==> config.mk <==
export PLATFORM = sky130hd
export DESIGN_NAME = mpf_edge_top
export DESIGN_NICKNAME = d
export VERILOG_FILES = /design/src/design/mpf_pkg.sv /design/src/design/mpf_chan_if.sv /design/src/design/write_data_heap.sv /design/src/design/lutram_fifo.sv /design/src/design/multi_write_tracker.sv /design/src/design/edge_connect.sv /design/src/design/mpf_edge_top.sv
export SDC_FILE = /design/constraint.sdc
export NUM_CORES = 2
export LEC_CHECK = 0
export ABC_CLOCK_PERIOD_IN_PS = 5700
export BUFFER_PORTS_ARGS = -buffer_cell sky130_fd_sc_hd__buf_4
export CAP_MARGIN = 20
export CORE_ASPECT_RATIO = 1.75
export CORE_MARGIN = 1.5
export CORE_UTILIZATION = 55
export CTS_CLUSTER_SIZE = 30
export DETAILED_ROUTE_END_ITERATION = 6
export PLACE_DENSITY_LB_ADDON = 0.3
export SLEW_MARGIN = 20
export SYNTH_ARGS = -nofsm -noshare
export SYNTH_HDL_FRONTEND = slang
export SYNTH_SLANG_ARGS = --single-unit
==> constraint.sdc <==
create_clock -name clk -period 5.7 [get_ports clk]
set_input_delay 1.71 -clock clk [delete_from_list [all_inputs] [get_ports clk]]
set_output_delay 1.71 -clock clk [all_outputs]
set_load 0.005 [all_outputs]
==> src/design/mpf_pkg.sv <==
package mpf_pkg;

    // ========================================================================
    // Sizes and flow-control constants
    // ========================================================================

    // Entries in the write-data heap at the AFU edge
    localparam int HEAP_ENTRIES = 32;

    // A sender may issue this many requests after it sees almost-full
    localparam int TX_ALM_FULL_THRESHOLD = 4;

    // Longest legal write packet, in beats
    localparam int MAX_MULTI_LINE_BEATS = 4;

    // The heap must still absorb a full packet plus the requests in flight
    // after almost-full, since the flag never rises inside a packet
    localparam int HEAP_MIN_FREE = TX_ALM_FULL_THRESHOLD + MAX_MULTI_LINE_BEATS + 1;

    // Header FIFO at the FIU edge, two slots above the threshold
    localparam int FIFO_ENTRIES = TX_ALM_FULL_THRESHOLD + 2;

    // ========================================================================
    // Field types
    // ========================================================================

    // Cache-line address
    typedef logic [31:0] cl_addr_t;

    // One beat of line data
    typedef logic [63:0] cl_data_t;

    // Beat count minus one: 0, 1 or 3 (2 is illegal)
    typedef logic [1:0] cl_len_t;

    // Beat number inside a packet
    typedef logic [1:0] cl_num_t;

    // Index of an entry in the write-data heap
    typedef logic [$clog2(HEAP_ENTRIES)-1:0] heap_idx_t;

    // Width of a write header held in the FIU-side FIFO: address, length and
    // the heap index that stands in for the data
    localparam int C1_HDR_BITS = $bits(cl_addr_t) + $bits(cl_len_t) + $bits(heap_idx_t);

endpackage

==> src/design/mpf_chan_if.sv <==
`timescale 1ns/1ps

interface mpf_chan_if;
    import mpf_pkg::*;

    // Read request channel
    logic     c0_valid;
    cl_addr_t c0_addr;
    cl_len_t  c0_len;

    // Write request channel, one beat per valid cycle
    logic     c1_valid;
    logic     c1_sop;
    cl_addr_t c1_addr;
    cl_len_t  c1_len;
    cl_data_t c1_data;

    // Flow control back toward the request source
    logic     c0_alm_full;
    logic     c1_alm_full;

    // Port of a block that sends requests toward the host
    modport to_fiu
    (
        output c0_valid, c0_addr, c0_len,
        output c1_valid, c1_sop, c1_addr, c1_len, c1_data,
        input  c0_alm_full, c1_alm_full
    );

    // Port of a block that accepts requests from the accelerator
    modport to_afu
    (
        input  c0_valid, c0_addr, c0_len,
        input  c1_valid, c1_sop, c1_addr, c1_len, c1_data,
        output c0_alm_full, c1_alm_full
    );

endinterface

==> src/design/write_data_heap.sv <==
`timescale 1ns/1ps

module write_data_heap
#(
    parameter int N_ENTRIES   = mpf_pkg::HEAP_ENTRIES,
    parameter int N_DATA_BITS = $bits(mpf_pkg::cl_data_t)
)
(
    input  logic                         clk,
    input  logic                         reset,
    input  logic                         enq,
    input  logic [N_DATA_BITS-1:0]       enq_data,
    output logic                         not_full,
    output logic [$clog2(N_ENTRIES)-1:0] alloc_idx,
    input  logic [$clog2(N_ENTRIES)-1:0] read_idx,
    output logic [N_DATA_BITS-1:0]       read_data,
    input  logic                         free,
    input  logic [$clog2(N_ENTRIES)-1:0] free_idx
);
    import mpf_pkg::*;

    logic [N_DATA_BITS-1:0]         mem [N_ENTRIES];
    logic [N_ENTRIES-1:0]           busy;
    logic [$clog2(N_ENTRIES+1)-1:0] busy_cnt;
    logic [$clog2(N_ENTRIES)-1:0]   read_idx_q;
    logic                           free_ok;

    // A free only counts when the entry is really held
    assign free_ok = free && busy[free_idx];

    // Space for a whole packet plus the in-flight requests must remain
    assign not_full = (busy_cnt <= N_ENTRIES - HEAP_MIN_FREE);

    // ========================================================================
    // Allocation and release
    // ========================================================================

    // Entries are handed out in circular order, which matches the order in
    // which the FIU side drains them
    always_ff @(posedge clk)
    begin
        if (reset)
        begin
            alloc_idx <= '0;
            busy      <= '0;
            busy_cnt  <= '0;
        end
        else
        begin
            if (free_ok)
                busy[free_idx] <= 1'b0;
            if (enq)
            begin
                busy[alloc_idx] <= 1'b1;
                alloc_idx <= alloc_idx + 1'b1;
            end

            case ({enq, free_ok})
                2'b10:   busy_cnt <= busy_cnt + 1'b1;
                2'b01:   busy_cnt <= busy_cnt - 1'b1;
                default: busy_cnt <= busy_cnt;
            endcase
        end
    end

    // ========================================================================
    // Storage and read port
    // ========================================================================

    always_ff @(posedge clk)
    begin
        if (enq)
            mem[alloc_idx] <= enq_data;
    end

    // Two-cycle read: the index is registered first, then the data
    always_ff @(posedge clk)
    begin
        read_idx_q <= read_idx;
        read_data  <= mem[read_idx_q];
    end

endmodule

==> src/design/lutram_fifo.sv <==
`timescale 1ns/1ps

module lutram_fifo
#(
    parameter int N_ENTRIES   = mpf_pkg::FIFO_ENTRIES,
    parameter int N_DATA_BITS = mpf_pkg::C1_HDR_BITS,
    parameter int THRESHOLD   = mpf_pkg::TX_ALM_FULL_THRESHOLD
)
(
    input  logic                   clk,
    input  logic                   reset,
    input  logic                   enq_en,
    input  logic [N_DATA_BITS-1:0] enq_data,
    output logic                   almost_full,
    output logic [N_DATA_BITS-1:0] first,
    input  logic                   deq_en,
    output logic                   not_empty
);

    logic [N_DATA_BITS-1:0]         mem [N_ENTRIES];
    logic [$clog2(N_ENTRIES)-1:0]   wr_ptr;
    logic [$clog2(N_ENTRIES)-1:0]   rd_ptr;
    logic [$clog2(N_ENTRIES+1)-1:0] level;

    // The head entry is visible without a dequeue request
    assign first     = mem[rd_ptr];
    assign not_empty = (level != '0);

    // Raised once THRESHOLD or fewer slots remain
    assign almost_full = (level >= N_ENTRIES - THRESHOLD);

    always_ff @(posedge clk)
    begin
        if (enq_en)
            mem[wr_ptr] <= enq_data;
    end

    // Pointers wrap explicitly since the depth need not be a power of two
    always_ff @(posedge clk)
    begin
        if (reset)
        begin
            wr_ptr <= '0;
            rd_ptr <= '0;
            level  <= '0;
        end
        else
        begin
            if (enq_en)
                wr_ptr <= (int'(wr_ptr) == N_ENTRIES - 1) ? '0 : wr_ptr + 1'b1;
            if (deq_en)
                rd_ptr <= (int'(rd_ptr) == N_ENTRIES - 1) ? '0 : rd_ptr + 1'b1;

            case ({enq_en, deq_en})
                2'b10:   level <= level + 1'b1;
                2'b01:   level <= level - 1'b1;
                default: level <= level;
            endcase
        end
    end

endmodule

==> src/design/multi_write_tracker.sv <==
`timescale 1ns/1ps

module multi_write_tracker
(
    input  logic             clk,
    input  logic             reset,
    input  logic             c1_valid,
    input  logic             c1_sop,
    input  mpf_pkg::cl_len_t c1_len,
    output logic             packet_active
);
    import mpf_pkg::*;

    // Beats still expected after the ones seen so far
    cl_num_t beats_rem;

    always_ff @(posedge clk)
    begin
        if (reset)
            beats_rem <= '0;
        else if (c1_valid)
        begin
            // A start beat loads the count of the beats that follow it
            if (c1_sop)
                beats_rem <= c1_len;
            else if (beats_rem != '0)
                beats_rem <= beats_rem - 1'b1;
        end
    end

    // Single-beat packets never make the tracker active
    assign packet_active = (beats_rem != '0);

endmodule

==> src/design/edge_connect.sv <==
`timescale 1ns/1ps

module edge_connect
(
    input  logic      clk,
    input  logic      reset,
    mpf_chan_if.to_fiu fiu_edge,
    mpf_chan_if.to_afu afu_edge,
    mpf_chan_if.to_afu fiu,
    mpf_chan_if.to_fiu afu
);
    import mpf_pkg::*;

    // Heap ports
    logic      heap_not_full;
    heap_idx_t heap_alloc_idx;
    cl_data_t  heap_read_data;
    logic      heap_deq_en;
    logic      heap_deq_en_q;
    heap_idx_t heap_deq_idx;
    heap_idx_t heap_deq_idx_q;
    logic      heap_data_rdy;

    // Header FIFO ports and the unpacked head entry
    logic [C1_HDR_BITS-1:0] fifo_first;
    logic                   fifo_deq;
    logic                   fifo_not_empty;
    cl_addr_t               first_addr;
    cl_len_t                first_len;
    heap_idx_t              first_idx;

    // Beat regeneration pipeline
    logic     wr_may_fire;
    logic     stg1_packet_done;
    logic     stg1_valid;
    logic     stg1_sop;
    cl_addr_t stg1_addr;
    cl_len_t  stg1_len;
    cl_num_t  stg1_beat_idx;
    cl_num_t  stg1_beats_rem;
    logic     stg2_valid;
    logic     stg2_sop;
    cl_addr_t stg2_addr;
    cl_len_t  stg2_len;
    logic     stg3_valid;
    logic     stg3_sop;
    cl_addr_t stg3_addr;
    cl_len_t  stg3_len;

    logic afu_packet_active;

    // Every AFU write beat lands in the heap, the FIU side frees it later
    write_data_heap
    #(
        .N_ENTRIES   (HEAP_ENTRIES),
        .N_DATA_BITS ($bits(cl_data_t))
    )
    i_heap
    (
        .clk       (clk),
        .reset     (reset),
        .enq       (afu_edge.c1_valid),
        .enq_data  (afu_edge.c1_data),
        .not_full  (heap_not_full),
        .alloc_idx (heap_alloc_idx),
        .read_idx  (heap_deq_idx),
        .read_data (heap_read_data),
        .free      (heap_deq_en_q),
        .free_idx  (heap_deq_idx_q)
    );

    // ========================================================================
    // FIU edge
    // ========================================================================

    // Reads take one register stage and nothing else
    always_ff @(posedge clk)
    begin
        if (reset)
            fiu_edge.c0_valid <= 1'b0;
        else
            fiu_edge.c0_valid <= fiu.c0_valid;
        fiu_edge.c0_addr <= fiu.c0_addr;
        fiu_edge.c0_len  <= fiu.c0_len;
    end

    assign fiu.c0_alm_full = fiu_edge.c0_alm_full;

    // Only start headers are queued, the index rides in the low data bits
    lutram_fifo
    #(
        .N_ENTRIES   (FIFO_ENTRIES),
        .N_DATA_BITS (C1_HDR_BITS),
        .THRESHOLD   (TX_ALM_FULL_THRESHOLD)
    )
    i_hdr_fifo
    (
        .clk         (clk),
        .reset       (reset),
        .enq_en      (fiu.c1_valid && fiu.c1_sop),
        .enq_data    ({fiu.c1_addr, fiu.c1_len, heap_idx_t'(fiu.c1_data)}),
        .almost_full (fiu.c1_alm_full),
        .first       (fifo_first),
        .deq_en      (fifo_deq),
        .not_empty   (fifo_not_empty)
    );

    assign {first_addr, first_len, first_idx} = fifo_first;

    always_comb
    begin
        // A beat may go when its heap data exists and the host has room
        wr_may_fire = !fiu_edge.c1_alm_full && heap_data_rdy;
        stg1_packet_done = wr_may_fire && (stg1_beats_rem == '0);
        heap_deq_en = wr_may_fire && stg1_valid;
        // Load the next header once the stage is empty or finishing
        fifo_deq = fifo_not_empty && (stg1_packet_done || !stg1_valid);
    end

    // Stage 1 walks the beats of the current packet
    always_ff @(posedge clk)
    begin
        if (reset)
        begin
            stg1_valid     <= 1'b0;
            stg1_sop       <= 1'b1;
            stg1_beat_idx  <= '0;
            stg1_beats_rem <= '0;
            heap_data_rdy  <= 1'b0;
        end
        else if (fifo_deq)
        begin
            stg1_valid     <= 1'b1;
            stg1_addr      <= first_addr;
            stg1_len       <= first_len;
            stg1_sop       <= 1'b1;
            stg1_beat_idx  <= '0;
            stg1_beats_rem <= first_len;
            // The start beat was stored before its header entered the FIFO
            heap_data_rdy  <= 1'b1;
            heap_deq_idx   <= first_idx;
        end
        else if (stg1_packet_done)
        begin
            stg1_valid    <= 1'b0;
            heap_data_rdy <= 1'b0;
        end
        else if (heap_deq_en)
        begin
            stg1_sop       <= 1'b0;
            stg1_beat_idx  <= stg1_beat_idx + 1'b1;
            stg1_beats_rem <= stg1_beats_rem - 1'b1;
            heap_deq_idx   <= heap_deq_idx + 1'b1;
            // Later beats may still be on their way from the AFU
            heap_data_rdy  <= ((heap_deq_idx + 1'b1) != heap_alloc_idx);
        end
        else
            heap_data_rdy <= stg1_valid && (heap_deq_idx != heap_alloc_idx);
    end

    // Stages 2 and 3 cover the heap read latency
    always_ff @(posedge clk)
    begin
        if (reset)
        begin
            stg2_valid    <= 1'b0;
            stg3_valid    <= 1'b0;
            heap_deq_en_q <= 1'b0;
        end
        else
        begin
            stg2_valid    <= heap_deq_en;
            stg3_valid    <= stg2_valid;
            heap_deq_en_q <= heap_deq_en;
        end

        if (wr_may_fire)
        begin
            stg2_sop  <= stg1_sop;
            stg2_len  <= stg1_len;
            // Aligned base address, so OR gives the address of this beat
            stg2_addr <= {stg1_addr[$bits(cl_addr_t)-1:$bits(cl_num_t)],
                          stg1_addr[$bits(cl_num_t)-1:0] | stg1_beat_idx};
        end
        stg3_sop       <= stg2_sop;
        stg3_addr      <= stg2_addr;
        stg3_len       <= stg2_len;
        heap_deq_idx_q <= heap_deq_idx;
    end

    // Header from stage 3 meets the heap output register here
    assign fiu_edge.c1_valid = stg3_valid;
    assign fiu_edge.c1_sop   = stg3_sop;
    assign fiu_edge.c1_addr  = stg3_addr;
    assign fiu_edge.c1_len   = stg3_len;
    assign fiu_edge.c1_data  = heap_read_data;

    // ========================================================================
    // AFU edge
    // ========================================================================

    assign afu.c0_valid = afu_edge.c0_valid;
    assign afu.c0_addr  = afu_edge.c0_addr;
    assign afu.c0_len   = afu_edge.c0_len;

    // Only start beats enter the pipeline, carrying their heap index
    assign afu.c1_valid = afu_edge.c1_valid && afu_edge.c1_sop;
    assign afu.c1_sop   = afu_edge.c1_sop;
    assign afu.c1_addr  = afu_edge.c1_addr;
    assign afu.c1_len   = afu_edge.c1_len;
    assign afu.c1_data  = cl_data_t'(heap_alloc_idx);

    multi_write_tracker i_wr_track
    (
        .clk           (clk),
        .reset         (reset),
        .c1_valid      (afu_edge.c1_valid),
        .c1_sop        (afu_edge.c1_sop),
        .c1_len        (afu_edge.c1_len),
        .packet_active (afu_packet_active)
    );

    assign afu_edge.c0_alm_full = afu.c0_alm_full;

    // Held low inside a packet, its header is already in flight and the
    // remaining beats must be accepted to avoid deadlock
    assign afu_edge.c1_alm_full = (afu.c1_alm_full || !heap_not_full) &&
                                  !afu_packet_active;

endmodule

==> src/design/mpf_edge_top.sv <==
`timescale 1ns/1ps

module mpf_edge_top
(
    input  logic              clk,
    input  logic              reset,

    // AFU side
    input  logic              afu_c0_valid,
    input  mpf_pkg::cl_addr_t afu_c0_addr,
    input  mpf_pkg::cl_len_t  afu_c0_len,
    output logic              afu_c0_alm_full,
    input  logic              afu_c1_valid,
    input  logic              afu_c1_sop,
    input  mpf_pkg::cl_addr_t afu_c1_addr,
    input  mpf_pkg::cl_len_t  afu_c1_len,
    input  mpf_pkg::cl_data_t afu_c1_data,
    output logic              afu_c1_alm_full,

    // FIU side
    output logic              fiu_c0_valid,
    output mpf_pkg::cl_addr_t fiu_c0_addr,
    output mpf_pkg::cl_len_t  fiu_c0_len,
    input  logic              fiu_c0_alm_full,
    output logic              fiu_c1_valid,
    output logic              fiu_c1_sop,
    output mpf_pkg::cl_addr_t fiu_c1_addr,
    output mpf_pkg::cl_len_t  fiu_c1_len,
    output mpf_pkg::cl_data_t fiu_c1_data,
    input  logic              fiu_c1_alm_full
);

    mpf_chan_if afu_side ();
    mpf_chan_if fiu_side ();

    // Empty pipeline: the edge's two inner ports meet on one bundle
    mpf_chan_if pipe ();

    assign afu_side.c0_valid = afu_c0_valid;
    assign afu_side.c0_addr  = afu_c0_addr;
    assign afu_side.c0_len   = afu_c0_len;
    assign afu_side.c1_valid = afu_c1_valid;
    assign afu_side.c1_sop   = afu_c1_sop;
    assign afu_side.c1_addr  = afu_c1_addr;
    assign afu_side.c1_len   = afu_c1_len;
    assign afu_side.c1_data  = afu_c1_data;
    assign afu_c0_alm_full   = afu_side.c0_alm_full;
    assign afu_c1_alm_full   = afu_side.c1_alm_full;

    assign fiu_c0_valid         = fiu_side.c0_valid;
    assign fiu_c0_addr          = fiu_side.c0_addr;
    assign fiu_c0_len           = fiu_side.c0_len;
    assign fiu_c1_valid         = fiu_side.c1_valid;
    assign fiu_c1_sop           = fiu_side.c1_sop;
    assign fiu_c1_addr          = fiu_side.c1_addr;
    assign fiu_c1_len           = fiu_side.c1_len;
    assign fiu_c1_data          = fiu_side.c1_data;
    assign fiu_side.c0_alm_full = fiu_c0_alm_full;
    assign fiu_side.c1_alm_full = fiu_c1_alm_full;

    edge_connect i_edge
    (
        .clk      (clk),
        .reset    (reset),
        .fiu_edge (fiu_side.to_fiu),
        .afu_edge (afu_side.to_afu),
        .fiu      (pipe.to_afu),
        .afu      (pipe.to_fiu)
    );

endmodule

# == Word-level counts from Yosys, hierarchy flattened ==
# Memory sizes are Yosys's and may differ from the RTL's. A register that Yosys moved wholly into a read port is not among the register bits.
# Cells that the tools add are included.
# totals
regBits,212
ram_bits,2282
in_bits,139
wordCells,124
mem_count,2
# memory_table
name,words,width,read_ports,rd_clocked_by_memory_dff,wr,line,text
i_edge.i_heap.mem,32,64,1,1,1,write_data_heap.sv:22,logic [N_DATA_BITS-1:0] mem [N_ENTRIES];
i_edge.i_hdr_fifo.mem,6,39,1,1,1,lutram_fifo.sv:20,logic [N_DATA_BITS-1:0] mem [N_ENTRIES];
# op_classes
add_sub_neg,11
n_lt_le_gt_ge,6
eq_ne,9
mux,32
n_bitwise,6
n_reduce_logical,31
# ops
operator,count
32-bit two-way mux,3
32-bit AND,1
32-bit NOT,1
32-bit bitwise OR,1
5-bit two-way mux,3
"5-bit by 6-bit < comparator with 1-bit output, second input constant",2
1-bit two-way mux,12
3-bit two-way mux,4
6-bit one-hot mux with 2 select lines,1
2-bit nonzero test,6
1-bit logical AND,11
"5-bit by 1-bit adder with 5-bit output, second input constant",2
1-bit demux with 5-bit select,2
"5-bit by 1-bit >= comparator with 1-bit output, second input constant",2
2-bit two-way mux,5
5-bit inequality test,2
"3-bit by 1-bit adder with 3-bit output, second input constant",3
2-bit AND reduction,4
"6-bit by 1-bit adder with 6-bit output, second input constant",1
"3-bit equality test, second input constant",2
"6-bit by 5-bit <= comparator with 1-bit output, second input constant",1
3-bit one-hot mux with 2 select lines,1
"6-bit by 1-bit subtractor with 6-bit output, second input constant",1
1-bit binary-select mux with 5-bit select,1
15 further kinds,23

# == Logic depth before layout (Yosys ltp) ==
# logic_depth
ltp_word,10
depth_mapped,15
ltp_nobuf,11

# == By module ==
# Synthesis repeated with hierarchy kept, for this count alone.
# unflattened
hier_cells,4252
area_unflattened_um2,94868.5
# by_module_without_submodules
mod,n_inst,cells_per_inst,area_each_um2
write_data_heap,1,3441,79882.9
lutram_fifo,1,423,9455.3
edge_connect,1,373,5403.9
multi_write_tracker,1,15,126.4

# == Worst setup path after synthesis ==
# No wires, ideal clock.
# synth_timing
path_type,input to register
startpoint,input port afu_c1_valid
endpoint,memory i_edge.i_heap.mem[15][0] (netlist bit) (enable)
setup_time_ns,0.488
arrival_ns,5.249
required_ns,5.212
slack_ns,-0.037
path_stages,4
path_buffers,2
cell_sequence,clkbuf_1 > clkbuf_1 > nand2_1 > nor2_1
# synth_between
elab_chain_cells,2
# synth_rtl
item,line,text
"start, declared",mpf_edge_top.sv:13,"input logic afu_c1_valid,"
1-bit two-way mux,write_data_heap.sv:72,if (enq)
1-bit two-way mux (not written as such),write_data_heap.sv:73,mem[alloc_idx] <= enq_data;
"end, declared",write_data_heap.sv:22,
# Every way passes these cells.

# == Worst setup path after layout ==
# layout_timing
startpoint,register i_edge.heap_deq_idx_q[4]
endpoint,register i_edge.i_heap.busy_cnt[5]
# layout_between
elab_chain_cells,5
# layout_rtl
item,line,text
"start, declared",edge_connect.sv:21,heap_idx_t heap_deq_idx_q;
"start signal, assigned",edge_connect.sv:188,heap_deq_idx_q <= heap_deq_idx;
1-bit binary-select mux with 5-bit select *,write_data_heap.sv:29,assign free_ok = free && busy[free_idx];
1-bit two-way mux (not written as such) *,write_data_heap.sv:29,
1-bit logical AND *,write_data_heap.sv:29,
2-bit by 1-bit equality test with 1-bit output or 2-bit equality test (tied branches),write_data_heap.sv:58,"case ({enq, free_ok})"
6-bit one-hot mux with 2 select lines or 2-bit nonzero test (tied branches),n/a,
"end signal, assigned",write_data_heap.sv:59,2'b10: busy_cnt <= busy_cnt + 1'b1;
"end signal, assigned",write_data_heap.sv:60,2'b01: busy_cnt <= busy_cnt - 1'b1;
"end signal, assigned",write_data_heap.sv:61,default: busy_cnt <= busy_cnt;
"end, declared",write_data_heap.sv:24,logic [$clog2(N_ENTRIES+1)-1:0] busy_cnt;
# Every way passes the cells marked *; elsewhere a longest branch is shown, timed or not. The select of a mux whose other input is x is not followed.
# A chain may end at the register's enable or synchronous reset.

==> flow_summary.ini <==
[floorplanning]
start_util_pct = 55.43
core-area_mm2 = 0.1697
num_io_pins = 276
die_area_mm2 = 0.1736
chipHeight_um = 550
die-width_um = 315.6
row_count = 200

[cts]
cts_max_level = 4
cts.path.max_buffers = 4
cts_resized = 0
cts_sinks = 2561
cts_tree = yes
cts_setup_buffers = 0
cts_buffers = 222
cts_hold_buf = 0
clk_latency_ns = 0.86
clk_pin_slew_ns = 0.07
cts_root_buf = clkbuf_16

[synth]
synth_top_area_share_pct = 75.23
synth-edff-count = 2356
synthCells = 4187
synth-adder-area-share_pct = 0.1676
yosys.area.top_type = edfxtp_1
synth-main-ff-cell = edfxtp_1
synth_area_leaders = edfxtp_1 75%, mux4_2 13%, dfxtp_1 4.4%
synth_top_family_by_area = multiplexers
synth_warnings = 0
synth_area_per_cell_um2 = 22.46
syn_nets = 4338
yosys.area_share.simple_pct = 1.778
muxShareOfSynthArea_pct = 13.87
synth_compound_area_share_pct = 3.125
synth-xor-area-share_pct = 0.2235
ys_seq_elements = 2561
async_reset_ff_share_pct = 0
yosysUniqueCellTypes = 64
syn_area_mm2 = 0.09404
ys_seq_area_share_pct = 79.60

[min_path]
min_to = i_edge.fiu_edge.c1_addr[12]
hold_start = i_edge.stg2_addr[12]
hold_path_depth = 0
hp-class = reg2reg

[timing]
slew_headroom_pct = 25.77
worstMarginPinSlew_ns = 1.113
hold_ws_ns = 0.3434
slew_viol_final = 0
setup_viol = 0
finalCritPeriodShare_pct = 81.85
layout_min_cycle_time_ns = 4.666
fmax_ghz = 0.2143
rsz0062_at_grt = no
fin_worst_skew_ns = 0.05892
fin_setup_tns_ns = 0
hold_viol = 0

[route]
vias = 44642
viasPerCell = 6.414
post_drt_wl_per_cell_um = 31.53
finalWirelength_mm = 219.4
antenna_left = 0
drc = 0
drt-pass1-iter-count = 6
drt-initial-drc-count = 5238

[worst_setup_path]
worstSetupPathType = reg2reg
rr_startpoint = i_edge.heap_deq_idx_q[4]
cp_data_required_time_ns = 6.39
r2r_slack_ns = 1.03
regToRegEndpoint = i_edge.i_heap.busy_cnt[5]
path_max_fanout = 17
start_kind = flip-flop
r2r_cells = 9
arrival_ns = 5.35
cp-end-kind = flip-flop

[final_layout]
seq_area_mm2 = 0.07487
final_area_mm2 = 0.1064
area_growth_syn_to_layout_pct = 13.13
multiInputGateArea_mm2 = 0.01836
drive_gt1_share_pct = 28.22
fill_cells = 11206
nNetsFinal = 4705

[power]
p_per_area_mw_per_mm2 = 410.2
leakagePower_uw = 0.03353
peakVddDrop_mv = 0.3730
finalPower_uw = 43640

[global_routing]
antenna_found_initial = 7
grt.overflow.total = 0
grt_usage_pct = 25.57
grt_pass1_vias = 46106
grt_first_pass_wirelength_mm = 318.7
grt_max_degree = 143

[place]
io_buffer_count = 273
gp_congestion = 0.8085
dpl_cell_area_mm2 = 0.09920
place_hpwl_mm = 121.9

[status]
outcome = finished clean

[flow_run]
maxCapViolations = 0
-- per-layer routing --
| metal | routed length [um] | GRT usage (%) |
|---|---|---|
| met3 | 17220 | 4.271 |
| met5 | 70 | 0 |
| met1 | 78890 | 32.73 |
| met2 | 115200 | 44.39 |
| met4 | 8032 | 8.919 |
-- critical path, stage by stage, from the launching register on --
cell and delay, ns:
dfxtp_1 0.68, or3b_2 0.58, o22ai_1 0.20, or4_1 0.88, a22o_1 0.35, ha_1 0.47
or3b_4 0.46, a2111oi_4 0.35, mux2i_1 0.12, or3_1 0.39
-- sequential cells by signal (all words and copies together) (netlist names), 3 cells and up, named ones only --
signal and cells:
i_edge.i_hdr_fifo.level 3, i_edge.i_hdr_fifo.wr_ptr 3, i_edge.i_heap.busy_cnt 6, i_edge.i_hdr_fifo.rd_ptr 3
i_edge.heap_deq_idx 5, i_edge.stg1_addr 32, i_edge.heap_deq_idx_q 5, i_edge.fiu_edge.c1_addr 32
i_edge.i_heap.read_data 64, i_edge.i_hdr_fifo.mem 234, i_edge.stg2_addr 32, i_edge.i_heap.mem 2048
i_edge.i_heap.alloc_idx 5, i_edge.i_heap.busy 32, i_edge.fiu_edge.c0_addr 32
-- Yosys cell counts (3+ instances only) --
cell / n
edfxtp_1: 2356
mux4_2: 551
a22oi_1: 257
dfxtp_1: 205
clkbuf_1: 135
nor2_1: 127
a21oi_1: 91
nand4_1: 66
mux2i_1: 60
buf_2: 44
nor3_1: 40
buf_4: 25
nand2_1: 23
buf_1: 14
inv_1: 14
nand3b_1: 13
xor2_1: 13
a21oi_4: 11
ha_1: 11
xnor2_1: 11
o22ai_1: 10
a21oi_2: 9
o21ai_0: 9
or3_1: 8
buf_6: 7
nor2b_1: 7
nand3_1: 6
nand2b_1: 5
or3b_2: 5
nor3b_1: 4
a21o_1: 3
mux2_2: 3
o211ai_1: 3
or2_2: 3
-- power breakdown --
part	internal (uW)	switching [uW]
clock network	8340	6570
logic	3200	3880
registers	21200	472
total	32700	10900
-- worst max-delay path by stage --
stage,cells past startpoint,startpoint,endpoint
after floorplan,4,afu_c1_valid,i_edge.i_heap.mem[31][0]
after global placement,11,i_edge.heap_deq_idx_q[4],i_edge.i_heap.busy_cnt[4]
after detailed placement,9,i_edge.heap_deq_idx_q[4],i_edge.i_heap.busy_cnt[5]
after CTS,9,i_edge.heap_deq_idx_q[4],i_edge.i_heap.busy_cnt[5]
after global routing,9,i_edge.heap_deq_idx_q[4],i_edge.i_heap.busy_cnt[5]
final,9,i_edge.heap_deq_idx_q[4],i_edge.i_heap.busy_cnt[5]
-- per-stage QoR --
stage                     instances  utilization (%)  worst slack, ns
after floorplan                4187                -         -0.01970
after global placement         6551            58.45            1.224
after detailed placement       6552            58.47            1.143
after CTS                      6959            62.70            1.074
after global routing           6960            62.70           0.8494
final                          6960            62.70            1.034
-- final cells by class --
| type | instances | share of cell area, % |
|---|---|---|
| clock inverter | 87 | 0.8597 |
| inverter | 15 | 0.05292 |
| clock buffer | 320 | 5.895 |
| timing repair buffer | 372 | 2.950 |
| antenna | 1 | 0.002352 |
| sequential | 2561 | 70.37 |
| multi-input combinational | 1382 | 17.25 |
| tap | 2222 | 2.613 |
-- kinds of logic (layout without fill, tap and decap cells) --
group	after synthesis	in the layout
DFF	2561	2561
muxes	614	614
AOI/OAI and AO/OA	407	407
and+or+nand+nor	325	325
buffers and inverters	244	794
xor gates and xnor gates	24	24
adders and majority gates	12	12
other	0	1
-- cell usage in the layout (no fill, tap or decap), drive strengths merged, types with 4 or more instances in the layout --
cell type	Yosys	layout
a21oi	111	111
a22oi	257	257
buf	93	372
bufinv	0	15
clkbuf	136	320
clkinv	1	62
clkinvlp	0	6
dfxtp	205	205
edfxtp	2356	2356
ha	11	11
inv	14	19
mux2i	60	60
mux4	551	551
nand2	23	23
nand2b	5	5
nand3	6	6
nand3b	13	13
nand4	66	66
nor2	127	127
nor2b	7	7
nor3	40	40
nor3b	4	4
o21ai	9	9
o22ai	10	10
or3	8	8
or3b	7	7
xnor2	11	11
xor2	13	13
Power figures use the tool's default switching activity.
